**src/huffman_ctrl_pkg.sv**
```systemverilog
package huffman_ctrl_pkg;

	// ========================================
	// sequencing state machines
	// ========================================
	typedef enum logic [1:0] {
		sort_idle,
		sort_compare,     // one pair per cycle
		sort_finish
	} sorter_state_t;

	typedef enum logic [1:0] {
		merge_idle,
		merge_combine,    // take two lightest
		merge_insert,     // walk list for slot
		merge_finish
	} merger_state_t;

	typedef enum logic {
		cnt_idle,
		cnt_receive
	} counter_state_t;

endpackage

```
**src/huffman_pkg.sv**
```systemverilog
package huffman_pkg;

	// ========================================
	// alphabet and widths
	// ========================================
	localparam int NUM_SYMBOLS = 6;
	localparam int NUM_MERGES  = NUM_SYMBOLS - 1;
	localparam int CNT_W       = 8;
	localparam int CODE_W      = 8;
	localparam int SAMPLE_W    = 8;

	// node positions, merge steps and list lengths all fit here
	localparam int IDX_W = $clog2(NUM_SYMBOLS + 1);

	// ========================================
	// data types
	// ========================================
	typedef logic [CNT_W-1:0] count_t;

	// bit k is symbol k+1
	typedef logic [NUM_SYMBOLS-1:0] mask_t;

	typedef logic [CODE_W-1:0] code_t;       // code word or length mask

	typedef logic [SAMPLE_W-1:0] sample_t;

	typedef logic [IDX_W-1:0] idx_t;

endpackage
```
**src/huffman.sv**
```systemverilog
module huffman (
	input  logic                 clk,
	input  logic                 reset,
	input  logic                 gray_valid,
	input  huffman_pkg::sample_t gray_data,
	output logic                 cnt_valid,
	output huffman_pkg::count_t  cnt [huffman_pkg::NUM_SYMBOLS],
	output logic                 code_valid,
	output huffman_pkg::code_t   hc [huffman_pkg::NUM_SYMBOLS],
	output huffman_pkg::code_t   m [huffman_pkg::NUM_SYMBOLS]
);
	import huffman_pkg::*;

	// ========================================
	// stage links
	// ========================================
	count_t sorted_cnt [NUM_SYMBOLS];
	mask_t  sorted_mask [NUM_SYMBOLS];
	logic   sort_done;
	mask_t  pair_one [NUM_MERGES];
	mask_t  pair_zero [NUM_MERGES];
	logic   merge_done;

	freq_counter freq_counter_i (
		.clk        (clk),
		.reset      (reset),
		.gray_valid (gray_valid),
		.gray_data  (gray_data),
		.frame_done (code_valid),    // reopens input for next frame
		.cnt        (cnt),
		.cnt_valid  (cnt_valid)
	);

	count_sorter count_sorter_i (
		.clk         (clk),
		.reset       (reset),
		.cnt_valid   (cnt_valid),
		.cnt         (cnt),
		.sorted_cnt  (sorted_cnt),
		.sorted_mask (sorted_mask),
		.sort_done   (sort_done)
	);

	tree_merger tree_merger_i (
		.clk         (clk),
		.reset       (reset),
		.sort_done   (sort_done),
		.sorted_cnt  (sorted_cnt),
		.sorted_mask (sorted_mask),
		.pair_one    (pair_one),
		.pair_zero   (pair_zero),
		.merge_done  (merge_done)
	);

	code_builder code_builder_i (
		.clk        (clk),
		.reset      (reset),
		.merge_done (merge_done),
		.pair_one   (pair_one),
		.pair_zero  (pair_zero),
		.hc         (hc),
		.m          (m),
		.code_valid (code_valid)
	);

endmodule

```
**src/code_builder.sv**
```systemverilog
module code_builder (
	input  logic               clk,
	input  logic               reset,
	input  logic               merge_done,
	input  huffman_pkg::mask_t pair_one [huffman_pkg::NUM_MERGES],
	input  huffman_pkg::mask_t pair_zero [huffman_pkg::NUM_MERGES],
	output huffman_pkg::code_t hc [huffman_pkg::NUM_SYMBOLS],
	output huffman_pkg::code_t m [huffman_pkg::NUM_SYMBOLS],
	output logic               code_valid
);
	import huffman_pkg::*;

	logic  active;
	idx_t  step;        // runs from root merge down to the first merge
	mask_t hit;         // symbols under either side of this merge

	assign hit = pair_one[step] | pair_zero[step];

	// ========================================
	// root to leaf walk
	// ========================================
	always_ff @(posedge clk) begin
		if (reset) begin
			active     <= 1'b0;
			step       <= '0;
			code_valid <= 1'b0;
			for (int s = 0; s < NUM_SYMBOLS; s++) begin
				hc[s] <= '0;
				m[s]  <= '0;
			end
		end else begin
			code_valid <= active && (step == '0);   // after the last step
			if (merge_done) begin
				active <= 1'b1;
				step   <= idx_t'(NUM_MERGES - 1);
				for (int s = 0; s < NUM_SYMBOLS; s++) begin
					hc[s] <= '0;   // new tree, old codes go
					m[s]  <= '0;
				end
			end else if (active) begin
				for (int s = 0; s < NUM_SYMBOLS; s++) begin
					if (hit[s]) begin
						// earlier bits move up, root ends on top
						hc[s] <= {hc[s][CODE_W-2:0], pair_one[step][s]};
						m[s]  <= {m[s][CODE_W-2:0], 1'b1};
					end
				end
				if (step == '0)
					active <= 1'b0;
				else
					step <= step - idx_t'(1);
			end
		end
	end

endmodule

```
**src/tree_merger.sv**
```systemverilog
module tree_merger (
	input  logic                clk,
	input  logic                reset,
	input  logic                sort_done,
	input  huffman_pkg::count_t sorted_cnt [huffman_pkg::NUM_SYMBOLS],
	input  huffman_pkg::mask_t  sorted_mask [huffman_pkg::NUM_SYMBOLS],
	output huffman_pkg::mask_t  pair_one [huffman_pkg::NUM_MERGES],
	output huffman_pkg::mask_t  pair_zero [huffman_pkg::NUM_MERGES],
	output logic                merge_done
);
	import huffman_pkg::*;
	import huffman_ctrl_pkg::*;

	merger_state_t state;
	count_t        lst_cnt [NUM_SYMBOLS];    // lightest first
	mask_t         lst_mask [NUM_SYMBOLS];
	count_t        new_cnt;                  // node waiting for its slot
	mask_t         new_mask;
	idx_t          len;                      // valid entries in the list
	idx_t          pos;                      // insertion probe
	idx_t          step;                     // merge index j
	logic          place;

	// end of list or first entry not lighter than the new node
	assign place = (pos == len) || (lst_cnt[pos] >= new_cnt);

	assign merge_done = (state == merge_finish);

	// ========================================
	// control
	// ========================================
	always_ff @(posedge clk) begin
		if (reset) begin
			state <= merge_idle;
			len   <= '0;
			pos   <= '0;
			step  <= '0;
		end else begin
			case (state)
				merge_idle: begin
					if (sort_done) begin
						state <= merge_combine;
						len   <= idx_t'(NUM_SYMBOLS);
						step  <= '0;
					end
				end
				merge_combine: begin
					len   <= len - idx_t'(2);   // two nodes leave
					pos   <= '0;
					state <= merge_insert;
				end
				merge_insert: begin
					if (place) begin
						len <= len + idx_t'(1);
						if (step == idx_t'(NUM_MERGES - 1)) begin
							state <= merge_finish;
						end else begin
							step  <= step + idx_t'(1);
							state <= merge_combine;
						end
					end else begin
						pos <= pos + idx_t'(1);   // one entry per cycle
					end
				end
				default: state <= merge_idle;
			endcase
		end
	end

	// ========================================
	// node list and recorded pairs
	// ========================================
	always_ff @(posedge clk) begin
		case (state)
			merge_idle: begin
				if (sort_done) begin
					lst_cnt  <= sorted_cnt;
					lst_mask <= sorted_mask;
				end
			end
			merge_combine: begin
				pair_one[step]  <= lst_mask[0];   // lightest
				pair_zero[step] <= lst_mask[1];
				new_cnt         <= lst_cnt[0] + lst_cnt[1];
				new_mask        <= lst_mask[0] | lst_mask[1];
				// close the gap at the head
				for (int i = 0; i < NUM_SYMBOLS - 2; i++) begin
					lst_cnt[i]  <= lst_cnt[i + 2];
					lst_mask[i] <= lst_mask[i + 2];
				end
			end
			merge_insert: begin
				if (place) begin
					// open a hole at pos, rest keeps its order
					for (int i = 1; i < NUM_SYMBOLS; i++) begin
						if (idx_t'(i) > pos) begin
							lst_cnt[i]  <= lst_cnt[i - 1];
							lst_mask[i] <= lst_mask[i - 1];
						end
					end
					lst_cnt[pos]  <= new_cnt;
					lst_mask[pos] <= new_mask;
				end
			end
			default: ;
		endcase
	end

endmodule

```
**src/count_sorter.sv**
```systemverilog
module count_sorter (
	input  logic                clk,
	input  logic                reset,
	input  logic                cnt_valid,
	input  huffman_pkg::count_t cnt [huffman_pkg::NUM_SYMBOLS],
	output huffman_pkg::count_t sorted_cnt [huffman_pkg::NUM_SYMBOLS],
	output huffman_pkg::mask_t  sorted_mask [huffman_pkg::NUM_SYMBOLS],
	output logic                sort_done
);
	import huffman_pkg::*;
	import huffman_ctrl_pkg::*;

	sorter_state_t state;
	count_t        node_cnt [NUM_SYMBOLS];
	mask_t         node_mask [NUM_SYMBOLS];
	idx_t          pos;          // left node of the compared pair
	idx_t          next_pos;
	logic          pass_swap;    // any swap so far in this pass
	logic          do_swap;
	logic          pass_end;
	count_t        cnt_a;
	count_t        cnt_b;
	mask_t         mask_a;
	mask_t         mask_b;

	// ========================================
	// shared comparator
	// ========================================
	assign cnt_a  = node_cnt[pos];
	assign cnt_b  = node_cnt[pos + idx_t'(1)];
	assign mask_a = node_mask[pos];
	assign mask_b = node_mask[pos + idx_t'(1)];

	// right node lighter -> swap; on a tie the higher symbol is lighter
	assign do_swap = (cnt_b < cnt_a) || ((cnt_b == cnt_a) && (mask_b > mask_a));

	// order of pairs is 0,2,4 then 1,3
	assign next_pos = pos + idx_t'(2);
	assign pass_end = pos[0] && (next_pos > idx_t'(NUM_SYMBOLS - 2));

	assign sort_done   = (state == sort_finish);
	assign sorted_cnt  = node_cnt;
	assign sorted_mask = node_mask;

	// ========================================
	// control
	// ========================================
	always_ff @(posedge clk) begin
		if (reset) begin
			state     <= sort_idle;
			pos       <= '0;
			pass_swap <= 1'b0;
		end else begin
			case (state)
				sort_idle: begin
					if (cnt_valid) begin
						state     <= sort_compare;
						pos       <= '0;
						pass_swap <= 1'b0;
					end
				end
				sort_compare: begin
					if (pass_end) begin
						pos       <= '0;
						pass_swap <= 1'b0;
						if (!(pass_swap || do_swap))
							state <= sort_finish;   // clean pass, list ordered
					end else if (next_pos > idx_t'(NUM_SYMBOLS - 2)) begin
						pos       <= idx_t'(1);     // even phase done
						pass_swap <= pass_swap || do_swap;
					end else begin
						pos       <= next_pos;
						pass_swap <= pass_swap || do_swap;
					end
				end
				default: state <= sort_idle;        // finish lasts one cycle
			endcase
		end
	end

	// ========================================
	// node storage
	// ========================================
	always_ff @(posedge clk) begin
		if (state == sort_idle && cnt_valid) begin
			for (int k = 0; k < NUM_SYMBOLS; k++) begin
				node_cnt[k]  <= cnt[k];
				node_mask[k] <= mask_t'(1) << k;   // one leaf per symbol
			end
		end else if (state == sort_compare && do_swap) begin
			node_cnt[pos]               <= cnt_b;
			node_mask[pos]              <= mask_b;
			node_cnt[pos + idx_t'(1)]   <= cnt_a;
			node_mask[pos + idx_t'(1)]  <= mask_a;
		end
	end

endmodule

```
**src/freq_counter.sv**
```systemverilog
module freq_counter (
	input  logic                 clk,
	input  logic                 reset,
	input  logic                 gray_valid,
	input  huffman_pkg::sample_t gray_data,
	input  logic                 frame_done,
	output huffman_pkg::count_t  cnt [huffman_pkg::NUM_SYMBOLS],
	output logic                 cnt_valid
);
	import huffman_pkg::*;
	import huffman_ctrl_pkg::*;

	counter_state_t state;
	logic           gray_valid_q;   // for burst start detect
	logic           busy;           // frame still in the later stages
	logic           start;

	// only a fresh rising edge opens a frame
	assign start = gray_valid && !gray_valid_q && !busy;

	always_ff @(posedge clk) begin
		if (reset) begin
			state        <= cnt_idle;
			gray_valid_q <= 1'b0;
			busy         <= 1'b0;
			cnt_valid    <= 1'b0;
			for (int k = 0; k < NUM_SYMBOLS; k++) begin
				cnt[k] <= '0;
			end
		end else begin
			gray_valid_q <= gray_valid;
			cnt_valid    <= 1'b0;
			case (state)
				cnt_idle: begin
					if (start) begin
						// first sample also counts
						for (int k = 0; k < NUM_SYMBOLS; k++) begin
							cnt[k] <= (gray_data == sample_t'(k + 1)) ? count_t'(1) : '0;
						end
						state <= cnt_receive;
					end
				end
				cnt_receive: begin
					if (gray_valid) begin
						for (int k = 0; k < NUM_SYMBOLS; k++) begin
							if (gray_data == sample_t'(k + 1))
								cnt[k] <= cnt[k] + count_t'(1);
						end
					end else begin
						cnt_valid <= 1'b1;   // burst over
						busy      <= 1'b1;
						state     <= cnt_idle;
					end
				end
				default: state <= cnt_idle;
			endcase
			if (frame_done)
				busy <= 1'b0;
		end
	end

endmodule

```
**config.mk**
```make
export PLATFORM = sky130hd
export DESIGN_NAME = huffman
export DESIGN_NICKNAME = d
export VERILOG_FILES = /design/src/huffman_ctrl_pkg.sv /design/src/huffman_pkg.sv /design/src/huffman.sv /design/src/code_builder.sv /design/src/tree_merger.sv /design/src/count_sorter.sv /design/src/freq_counter.sv
export SDC_FILE = /design/constraint.sdc
export NUM_CORES = 1
export LEC_CHECK = 0
export ABC_AREA = 1
export BUFFER_PORTS_ARGS = -buffer_cell sky130_fd_sc_hd__buf_2
export CAP_MARGIN = 20
export CORE_MARGIN = 2
export CORE_UTILIZATION = 30
export DETAILED_ROUTE_END_ITERATION = 12
export HOLD_SLACK_MARGIN = 0.03
export PLACE_DENSITY_LB_ADDON = 0.08
export SYNTH_ARGS = -nofsm -noshare
export SYNTH_HDL_FRONTEND = slang
export SYNTH_SLANG_ARGS = --single-unit
```
**constraint.sdc**
```tcl
create_clock -name clk -period 4.8 [get_ports clk]
set_input_delay 0.48 -clock clk [delete_from_list [all_inputs] [get_ports clk]]
set_output_delay 0.48 -clock clk [all_outputs]
set_load 0.005 [all_outputs]
```
# Word level (Yosys, flattened, before mapping)
# Cells that the tools add are included.
totals:
  reg_bits: 412
  latchBits: 0
  ram_bits: 0
  rom_bits: 0
  input_bits: 11
  out_inout_bits: 146
  elab_cells: 323
  mem_count: 0
classes:
  n_addsub: 14
  mul: 0
  div_mod_pow: 0
  magnitude_cmp: 18
  eq_ne: 30
  shift: 0
  muxes: 132
  n_bitwise: 10
  reduce_logical: 50
ops:
  columns: ["cell", "count"]
  rows:
  - ["$mux 48", 6]
  - ["$mux 8", 30]
  - ["$mux 6", 27]
  - ["$bwmux 48", 3]
  - ["$bwmux 36", 3]
  - ["$pmux 32 s3", 1]
  - ["$pmux 48 s2", 1]
  - ["$bmux 6 s3", 4]
  - ["$bmux 8 s3", 3]
  - ["$demux 6 s3", 4]
  - ["$demux 8 s3", 3]
  - ["$mux 36", 2]
  - ["$pmux 24 s3", 1]
  - ["$bwmux 30", 2]
  - ["$add 8x1->8 const B", 6]
  - ["$mux 3", 12]
  - ["$pmux 16 s2", 1]
  - ["$reduce_and 3->1", 9]
  - ["$eq 8x3->1 const B", 3]
  - ["$ne 2x2->1 const B", 12]
  - ["$pmux 12 s2", 1]
  - ["$reduce_and 2->1", 12]
  - ["$ge 4x4->1 const B", 5]
  - ["$not 3->4", 5]
  - ["39 further kinds", 98]

# Longest topological paths before layout
# Gate-level depths: netlist (run 1).
logic_depth:
  depth_word: 12
  depth_mapped: 24
  mapped_depth_nobuf: 19

# By module
# A second synthesis (run 1) with hierarchy kept.
hier_totals:
  hier_cells: 3284
  hier_area_um2: 23667.7
by_module_without_submodules:
  columns: ["mod", "instances", "cells_each", "area_per_inst_um2", "seq_area_each_um2"]
  rows:
  - ["tree_merger", 1, 928, 8877.3, 4964.8]
  - ["count_sorter", 1, 1116, 6842.8, 2282.2]
  - ["code_builder", 1, 758, 4895.9, 2021.9]
  - ["freq_counter", 1, 482, 3051.7, 1041.0]

# Worst setup path after synthesis (run 1)
# OpenSTA, ideal clock, no wires.
synth_path:
  kind: "reg-to-reg"
  startpoint: "register tree_merger_i.pos[1]"
  endpoint: "register tree_merger_i.lst_cnt[16] (netlist bit), enable pin"
  setup_ps: 410
  arrival_time_ps: 3222
  required_ps: 4390
  setup_slack_ps: 1168
  stages_incl_launch_ff: 14
  path_buffers: 2
  period_less_slack_ps: 3632
  path_cell_list: "dfxtp_1 buf_4 inv_1 nor3_2 buf_2 a22oi_1 o2111ai_1 ha_1 nand2_1 nor2_1 nand4_1 nand4_1 nand3_1 inv_1"
synth_between:
  elab_chain_cells: 8
  elab_cells_between_ends: 9
  cone_classes: "order compare (1); eq/ne (2); mux (3); bitwise (1); reduce/logical (2)"
synth_rtl:
  columns: ["element", "line", "text"]
  rows:
  - ["start: declaration", "tree_merger.sv:20", "idx_t pos;"]
  - ["start signal: assignment", "tree_merger.sv:62", "pos <= pos + idx_t'(1);"]
  - ["$not 3->4 (not written as such)", "tree_merger.sv:25", "assign place = (pos == len) || (lst_cnt[pos] >= new_cnt);"]
  - ["$bmux 8 s3", "tree_merger.sv:25", null]
  - ["$mux 8 (not written as such) (2 in a row)", "tree_merger.sv:25", null]
  - ["$ge 8x8->1", "tree_merger.sv:25", null]
  - ["$logic_or 1x1->1 *", "tree_merger.sv:25", null]
  - ["$ne 2x1->1 (no source line) *", null, null]
  - ["$reduce_and 3->1 (no source line) *", null, null]
  - ["end signal: assignment", "tree_merger.sv:77", "lst_cnt <= sorted_cnt;"]
  - ["end signal: indexed assignment", "tree_merger.sv:88", "lst_cnt[i] <= lst_cnt[i + 2];"]
  - ["end signal: indexed assignment", "tree_merger.sv:97", "lst_cnt[i] <= lst_cnt[i - 1];"]
  - ["end: declaration", "tree_merger.sv:15", "count_t lst_cnt [NUM_SYMBOLS];"]
# Every way passes the cells marked *; elsewhere a longest branch is shown, timed or not. The select of a mux whose other input is x is not followed.
# A chain may end at the register's enable or synchronous reset.

# Final worst setup path (run 1)
layout_path:
  startpoint: "register count_sorter_i.pos[0]"
  endpoint: "register count_sorter_i.node_cnt, in the netlist count_sorter_i.sorted_cnt[45], enable pin"
layout_between:
  elab_chain_cells: 10
  elab_cells_between_ends: 22
  cone_classes: "add/sub (1); order compare (2); eq/ne (1); mux (12); bitwise (2); reduce/logical (4)"
layout_rtl:
  columns: ["element", "line", "text"]
  rows:
  - ["start: declaration", "count_sorter.sv:16", "idx_t pos;"]
  - ["start signal: assignment", "count_sorter.sv:69", "pos <= idx_t'(1);"]
  - ["start signal: assignment", "count_sorter.sv:72", "pos <= next_pos;"]
  - ["$add 3x1->3", "count_sorter.sv:30, count_sorter.sv:32", null]
  - ["$not 3->4 (not written as such)", "count_sorter.sv:30, count_sorter.sv:32", null]
  - ["$bmux 6 s3 / $bmux 8 s3 (equally long branches)", "count_sorter.sv:32, count_sorter.sv:30", null]
  - ["$mux 6 (not written as such) / $mux 8 (equally long branches) (2 in a row)", "count_sorter.sv:32, count_sorter.sv:30", null]
  - ["$gt 6x6->1 / $eq 8x8->1 (equally long branches)", "count_sorter.sv:35", "assign do_swap = (cnt_b < cnt_a) || ((cnt_b == cnt_a) && (mask_b > mask_a));"]
  - ["$logic_and 1x1->1", "count_sorter.sv:35", null]
  - ["$logic_or 1x1->1 *", "count_sorter.sv:35", null]
  - ["$logic_and 1x1->1 *", "count_sorter.sv:90", "end else if (state == sort_compare && do_swap) begin"]
  - ["$reduce_bool 2->1 (no source line) *", null, null]
  - ["end signal: indexed assignment", "count_sorter.sv:87", "node_cnt[k] <= cnt[k];"]
  - ["end signal: indexed assignment", "count_sorter.sv:91", "node_cnt[pos] <= cnt_b;"]
  - ["end signal: indexed assignment", "count_sorter.sv:93", "node_cnt[pos + idx_t'(1)] <= cnt_a;"]
  - ["end: declaration", "count_sorter.sv:14", "count_t node_cnt [NUM_SYMBOLS];"]
# Marked as above.

==> results of run 1 <==
[power groups by stage]
stage / Clock, W / Sequential, W / Combinational (W)
final: 0.00373 / 0.00450 / 0.00206
after global routing: 0.00397 / 0.00454 / 0.00231
after CTS: 0.00385 / 0.00449 / 0.00206
after detailed placement: 0 / 0.00456 / 0.00205
after global placement: 0 / 0.00456 / 0.00204
after floorplan: 0 / 0.00445 / 0.00140
[metrics by stage]
stage	cell area [sq um]	std cells
2_1_floorplan	21990	2808
3_3_place_gp	23630	3816
3_5_place_dp	23640	3817
4_1_cts	25250	3908
5_1_grt	25260	3909
6_report	25260	3909
[metal layers]
layer | track usage | vias up
met4 | 0.06236 | 0
li1 | - | 9787
met3 | 0.03046 | 107
met5 | 0 | -
met1 | 0.2688 | 9365
met2 | 0.3208 | 606
[kinds of logic (layout without fill, tap and decap cells)]
logic type,after synthesis,in the layout,share of synthesized area
AOI/OAI and AO/OA,772,772,0.2021
xor gates and xnor gates,28,28,0.01115
and+or+nand+nor,1135,1135,0.2075
adders and majority gates,55,55,0.03164
buffers and inverters,406,548,0.07865
DFF,412,412,0.4689
[worst max-delay path, delay by kind of cell, from the launching register on]
kind / cells / cell delay [ps]
AOI/OAI and AO/OA: 3 / 530
and+or+nand+nor: 8 / 1370
adders and majority gates: 1 / 280
buffers and inverters: 4 / 830
DFF: 1 / 510
[flip-flops by register name, indices dropped and copies added (netlist names), 2 cells and up]
signal                      flops
tree_merger_i.pos               3
count_sorter_i.sorted_mask     36
code_builder_i.m               48
code_builder_i.hc              48
tree_merger_i.step              3
tree_merger_i.pair_zero        30
count_sorter_i.pos              3
tree_merger_i.pair_one         30
tree_merger_i.new_cnt           8
tree_merger_i.state             2
tree_merger_i.new_mask          6
tree_merger_i.len               3
tree_merger_i.lst_mask         36
tree_merger_i.lst_cnt          48
freq_counter_i.cnt             48
code_builder_i.step             3
count_sorter_i.sorted_cnt      48
count_sorter_i.state            2
[area by class of cell]
class                      count  area [sq um]
fill                        7713         47460
sequential                   412         10310
multi-input combinational   1990          9980
clock buffer                  71          1454
timing repair buffer         209          1220
tap                          959          1200
inverter                     248         932.1
clock inverter                20         156.4
[how the worst max path moves through the flow]
stage / end / slack [ps] / cells after the start
finish: count_sorter_i.sorted_cnt[45] / 880 / 16
global route: count_sorter_i.sorted_cnt[4] / 550 / 16
CTS: count_sorter_i.sorted_cnt[45] / 930 / 14
detailed placement: count_sorter_i.sorted_cnt[41] / 930 / 14
global placement: count_sorter_i.sorted_cnt[40] / 960 / 16
floorplan: tree_merger_i.lst_cnt[16] / 1170 / 13
[Yosys cell counts (all sizes together), types with 2 or more instances]
cell / n
xnor2: 11
a221oi: 16
nand4: 39
buf: 76
o21a: 2
xor2: 17
a211oi: 6
o21ai: 278
inv: 243
o221ai: 24
o2111ai: 6
dfxtp: 206
ha: 54
clkbuf: 82
a21oi: 313
o211ai: 30
edfxtp: 206
a22oi: 91
nand3: 80
nor2: 411
nor3: 24
o21bai: 2
nand2: 578
clkinv: 5
==> qor.txt, run 1 <==
area grow syn2layout - 14.87%
Total GRT Usage - 0.1974
via count - 19,865
worst endpoint required time - 5050 ps
top_reg_cell synth - edfxtp_1
largest net degree at the start of global routing - 102
share of flip-flops with an asynchronous set or reset - 0
share of cells above drive strength 1 - 0.1173
post-cts resize count - 0
Max Cap Viol - 0
GP Congestion - 0.9120
Core Area - 0.07271 sq mm
Leak Pwr - 10.52 nW
post-CTS setup buffer count - 0
row count - 99
average wire per standard cell - 19.59 microns
syn_nets - 2,874
Hold Startpoint - gray_valid
final worst-path setup slack - 883.1 ps
DRC - 0
wl on met1 - 34,410 microns
die extent in x - 274.7 microns
drt first-iter violations - 1,657
commonest non-fill, non-tap cells in the layout - nand2_1 (571), nor2_1 (406), a21oi_1 (313), o21ai_0 (265), inv_1 (220)
Least-Margin Pin Slew - 1024 ps
Yosys reg bits - 412
final slew viol count - 0
Starting Density - 0.3024
CTS H-tree depth - 2
CTS Hold Bufs - 0
R2R Path End - count_sorter_i.sorted_cnt[45]
crit path kind - register to register
Root Buffer - clkbuf_16
Worst VDD drop - 225.8 uV
DRT Pass-1 Iters - 5
Sw Pwr - 0.003285 W
HP Class - primary input to register
clock group share of total power - 0.363
I/O Pins - 157
Setup WS pre-CTS - 933.5 ps
period utilisation layout - 0.8160
die area - 0.07547 sq mm
Max Used Layer - met4
Logic pwr share - 0.200
initial antenna violation count - 0
CTS tree - built
Worst setup SP type - register
critical-path cell list - buf_4 -> o21ai_0 -> o21ai_0 -> nand2_1 -> nand2_1 -> inv_1 -> ha_1 -> nand2_1 -> inv_1 -> nand4_1 -> a21oi_1 -> nand2_1 -> nand2_1 -> nand3_1 -> buf_4 -> nand2_1
Worst Setup SP - count_sorter_i.pos[0]
final core occ - 0.3473
Final Power - 0.01029 W
Final ANT Viol Nets - 0
Synth area leaders - edfxtp_1 (28%), dfxtp_1 (19%), nand2_1 (9.7%)
Sw Share - 0.3192
wire length on met2 - 35,420 microns
clk buf depth - 3
Worst Hold Depth - 3
vias in the first global route - 18,512
Worst Skew - 26.46 ps
RSZ-0062 raised after global routing - no
Total Wirelength - 76,580 microns
Die Y - 274.7 microns
CP max FO - 60
EDFF count, synth - 206
met3 wire length - 4599 microns
Final min period - 3917 ps
Diodes inserted - 0
slowest CP cell - dfxtp_4
CP peak stage delay - 510 ps
Critical Path AT - 4170 ps
commonest non-fill, non-tap cell in the layout - nand2_1
final setup fails - 0
# nets final - 2,977
most frequent cell on the critical path - nand2_1
Port Buffers - 156
clk_lat worst skew - 600 ps
Via-to-Cell Ratio - 5.082
hold_ws - 180.0 ps
PD cells - 407.5 mW/mm^2
total congestion overflow - 0
outcome - complete, no violations
count of different cell masters after synthesis - 45
Int Power - 0.007007 W
Worst-path clk slew - 60 ps
register area share after synthesis - 0.4689
share of the synthesized area in the top cell type - 0.2814
Max Freq - 255.3 MHz
Final Hold Fails - 0
Slew headroom - 0.3174
first-pass GRT wire length - 115,300 microns
Setup TNS - 0 ps
mapped cell area - 0.02199 sq mm
Mapped Cells - 2,808
CTS sink cnt - 412
endpoint class of the critical path - register
worst r2r src - count_sorter_i.pos[0]
Syn Area/Cell - 7.830 sq um
Worst R2R Path Depth - 16
DP HPWL - 55,950 microns
leading area contributor after synthesis - edfxtp_1
Worst R2R Setup Slack - 880 ps
Flop pwr share - 0.437
Min-Delay Endpoint - freq_counter_i.gray_valid_q
cts bufs inserted - 50
Warnings, synthesis - 0
Power figures use the tool's default switching activity.
==> run 2: changes to the inputs <==
--- a/config.mk
+++ b/config.mk
@@ -5,7 +5,7 @@
 export SDC_FILE = /design/constraint.sdc
 export NUM_CORES = 1
 export LEC_CHECK = 0
-export ABC_AREA = 1
+export ABC_AREA = 0
 export BUFFER_PORTS_ARGS = -buffer_cell sky130_fd_sc_hd__buf_2
 export CAP_MARGIN = 20
 export CORE_MARGIN = 2
==> constraint.sdc (replaced) <==
create_clock -name clk -period 3.6 [get_ports clk]
set_input_delay 0.36 -clock clk [delete_from_list [all_inputs] [get_ports clk]]
set_output_delay 0.36 -clock clk [all_outputs]
set_load 0.005 [all_outputs]
==> qor.txt, run 2 <==
Setup WS pre-CTS - -67.40 ps (-1001 ps)
Total GRT Usage - 0.1980 (+0.0006468)
Final Hold Fails - 0 (unchanged)
first-pass GRT wire length - 113,200 microns (-1.9%)
Synth area leaders - edfxtp_1 (29%), dfxtp_1 (19%), a21oi_1 (4.6%)
Critical Path AT - 3940 ps (-230 ps)
drt first-iter violations - 1,301 (-21%)
EDFF count, synth - 206 (unchanged)
Worst-path clk slew - 70 ps (about the same)
syn_nets - 2,339 (-19%)
Sw Share - 0.3226 (+0.003463)
PD cells - 580.6 mW/mm^2 (+42%)
Sw Pwr - 0.004936 W (+50%)
Top delay family on crit path - compound AO/OA/AOI/OAI gates
commonest non-fill, non-tap cell in the layout - nor2_1
share of flip-flops with an asynchronous set or reset - 0 (unchanged)
outcome - finished with violations
row count - 98 (-1.0%)
top cells by count, synth - nor2_1 (240), nand2_1 (213), dfxtp_1 (206), edfxtp_1 (206), a21oi_1 (198)
failing checks - setup timing
I/O Pins - 157 (unchanged)
Port Buffers - 156 (unchanged)
Worst setup SP type - register
total congestion overflow - 0 (unchanged)
Warnings, synthesis - 0 (unchanged)
top_reg_cell synth - edfxtp_1
share of the synthesized area in the top cell type - 0.2869 (+0.005585)
critical-path cell list - buf_4 -> buf_4 -> mux4_2 -> a21oi_1 -> inv_1 -> ha_1 -> nand4_1 -> a211oi_2 -> o211a_1 -> a21oi_4 -> buf_6 -> a21oi_4 -> or2_4
final slew viol count - 0 (unchanged)
Max Cap Viol - 0 (unchanged)
Final ANT Viol Nets - 0 (unchanged)
via count - 18,356 (-7.6%)
Least-Margin Pin Slew - 1103 ps (+78.91 ps)
RSZ-0062 raised after global routing - yes
Diodes inserted - 0 (unchanged)
DRT Pass-1 Iters - 5 (unchanged)
Die Y - 272.1 microns (-0.96%)
CP peak stage delay - 560 ps (+50 ps)
Flop pwr share - 0.408 (-0.029)
CTS sink cnt - 412 (unchanged)
mapped cell area - 0.02156 sq mm (-1.9%)
Worst VDD drop - 369.5 uV (+64%)
Worst Skew - 25.53 ps (-0.9286 ps)
die area - 0.07402 sq mm (-1.9%)
vias in the first global route - 17,681 (-4.5%)
# nets final - 2,532 (-15%)
Max Freq - 274.6 MHz (+7.6%)
leading area contributor after synthesis - edfxtp_1
final core occ - 0.3692 (+0.02186)
Starting Density - 0.3021 (about the same)
share of cells above drive strength 1 - 0.2108 (+0.09349)
commonest non-fill, non-tap cells in the layout - nor2_1 (235), nand2_1 (211), edfxtp_1 (206), dfxtp_1 (202), a21oi_1 (182)
final worst-path setup slack - -41.53 ps (-924.6 ps)
Buf/Inv on CP - 4 (unchanged)
CP max FO - 24 (-60%)
cts bufs inserted - 50 (unchanged)
final setup fails - 34 (+34)
worst endpoint required time - 3900 ps (-1150 ps)
DP HPWL - 54,310 microns (-2.9%)
Via-to-Cell Ratio - 5.313 (+4.5%)
die extent in x - 272.1 microns (-0.96%)
count of different cell masters after synthesis - 75 (+67%)
Root Buffer - clkbuf_16
clk_lat worst skew - 600 ps (about the same)
CTS Hold Bufs - 0 (unchanged)
Int Power - 0.01036 W (+48%)
Total Wirelength - 75,380 microns (-1.6%)
DRC - 0 (unchanged)
register area share after synthesis - 0.4782 (+0.009308)
largest net degree at the start of global routing - 170 (+67%)
Logic pwr share - 0.249 (+0.049)
Worst R2R Setup Slack - -40 ps (-920 ps)
Leak Pwr - 9.646 nW (-8.3%)
Syn Area/Cell - 9.484 sq um (+21%)
area grow syn2layout - 22.22%
CTS H-tree depth - 2 (unchanged)
Core Area - 0.07136 sq mm (-1.9%)
HP Class - primary input to register
Slew headroom - 0.2630 (-0.05439)
Final min period - 3642 ps (-275.4 ps)
Mapped Cells - 2,273 (-19%)
period utilisation layout - 1.012 (+0.1955)
endpoint class of the critical path - register
slowest CP cell - mux4_2
Yosys reg bits - 412 (unchanged)
clk buf depth - 3 (unchanged)
GP Congestion - 0.9013 (-1.2%)
crit path kind - register to register
average wire per standard cell - 21.82 microns (+11%)
initial antenna violation count - 0 (unchanged)
clock group share of total power - 0.343 (-0.020)
most frequent cell after synthesis - nor2_1
CTS tree - built
-- run 2: per-stage QoR --
stage | setup TNS, ps | total power, W | hold WS [ps] | cell area, sq um | cells
6_report | -554.7 | 0.01530 | 153.3 | 26350 | 3455
4_1_cts | 0 | 0.01543 | 109.8 | 26150 | 3446
2_1_floorplan | -14260 | 0.008571 | 424.9 | 21910 | 2273
5_1_grt | -9858 | 0.01612 | 164.5 | 26350 | 3455
3_5_place_dp | -1546 | 0.01009 | 459.1 | 24310 | 3345
3_3_place_gp | -16.90 | 0.01007 | 450.0 | 24310 | 3345
-- run 2: worst paths after layout --
path / startpoint / endpoint / cells after the start
setup / recovery: count_sorter_i.pos[0] / count_sorter_i.sorted_cnt[30] / 13
hold / removal: reset / tree_merger_i.pos[2] / 4
setup reg to reg: count_sorter_i.pos[0] / count_sorter_i.sorted_cnt[30] / 13
hold reg to reg: code_builder_i.hc[5] / code_builder_i.hc[6] / 2
-- run 2: cell type report --
| cell class | instances | area, sq um |
|---|---|---|
| multi-input combinational | 1622 | 10730 |
| fill | 7278 | 45020 |
| clock inverter | 16 | 207.7 |
| sequential | 412 | 10320 |
| timing repair buffer | 316 | 2162 |
| inverter | 64 | 246.5 |
| clock buffer | 75 | 1499 |
| tap | 950 | 1189 |
-- run 2: cells by family after synthesis --
family | count (synthesis) | synth area share
AO/OA/AOI/OAI | 686 | 0.2028
XOR/XNOR | 44 | 0.01875
adder cells (fa/ha/maj) | 55 | 0.03227
buffers and inverters | 239 | 0.04411
flip-flops | 412 | 0.4782
multiplexers | 139 | 0.07945
AND/OR/NAND/NOR | 698 | 0.1443
-- run 2: power by group through the flow --
stage	clock network (W)	registers [W]	logic, W
final	0.00525	0.00624	0.00381
after global routing	0.00559	0.00630	0.00423
after CTS	0.00541	0.00623	0.00379
after detailed placement	0	0.00633	0.00376
after global placement	0	0.00632	0.00375
after floorplan	0	0.00609	0.00248
-- run 2: worst register-to-register path, delay by kind of cell (launching register included) --
kind                       cells  cell delay (ps)
adders and majority gates      1              280
and+or+nand+nor                2              350
AOI/OAI and AO/OA              5             1060
buffers and inverters          4              730
DFF                            1              350
muxes                          1              560
-- run 2: metal layers --
metal | GRT usage | vias up | part of all wire
li1 | - | 8825 | -
met1 | 0.2666 | 8932 | 0.45
met2 | 0.3320 | 493 | 0.48
met3 | 0.02574 | 106 | 0.046
met4 | 0.05798 | 0 | 0.025
met5 | 0 | - | 0
-- run 2: what timing repair did --
item / CTS / global route
pin swaps: 5 / 11
endpoints found under the setup margin: 36 / 89
setup buffers: 10 / 10
resized for setup: 8 / 27
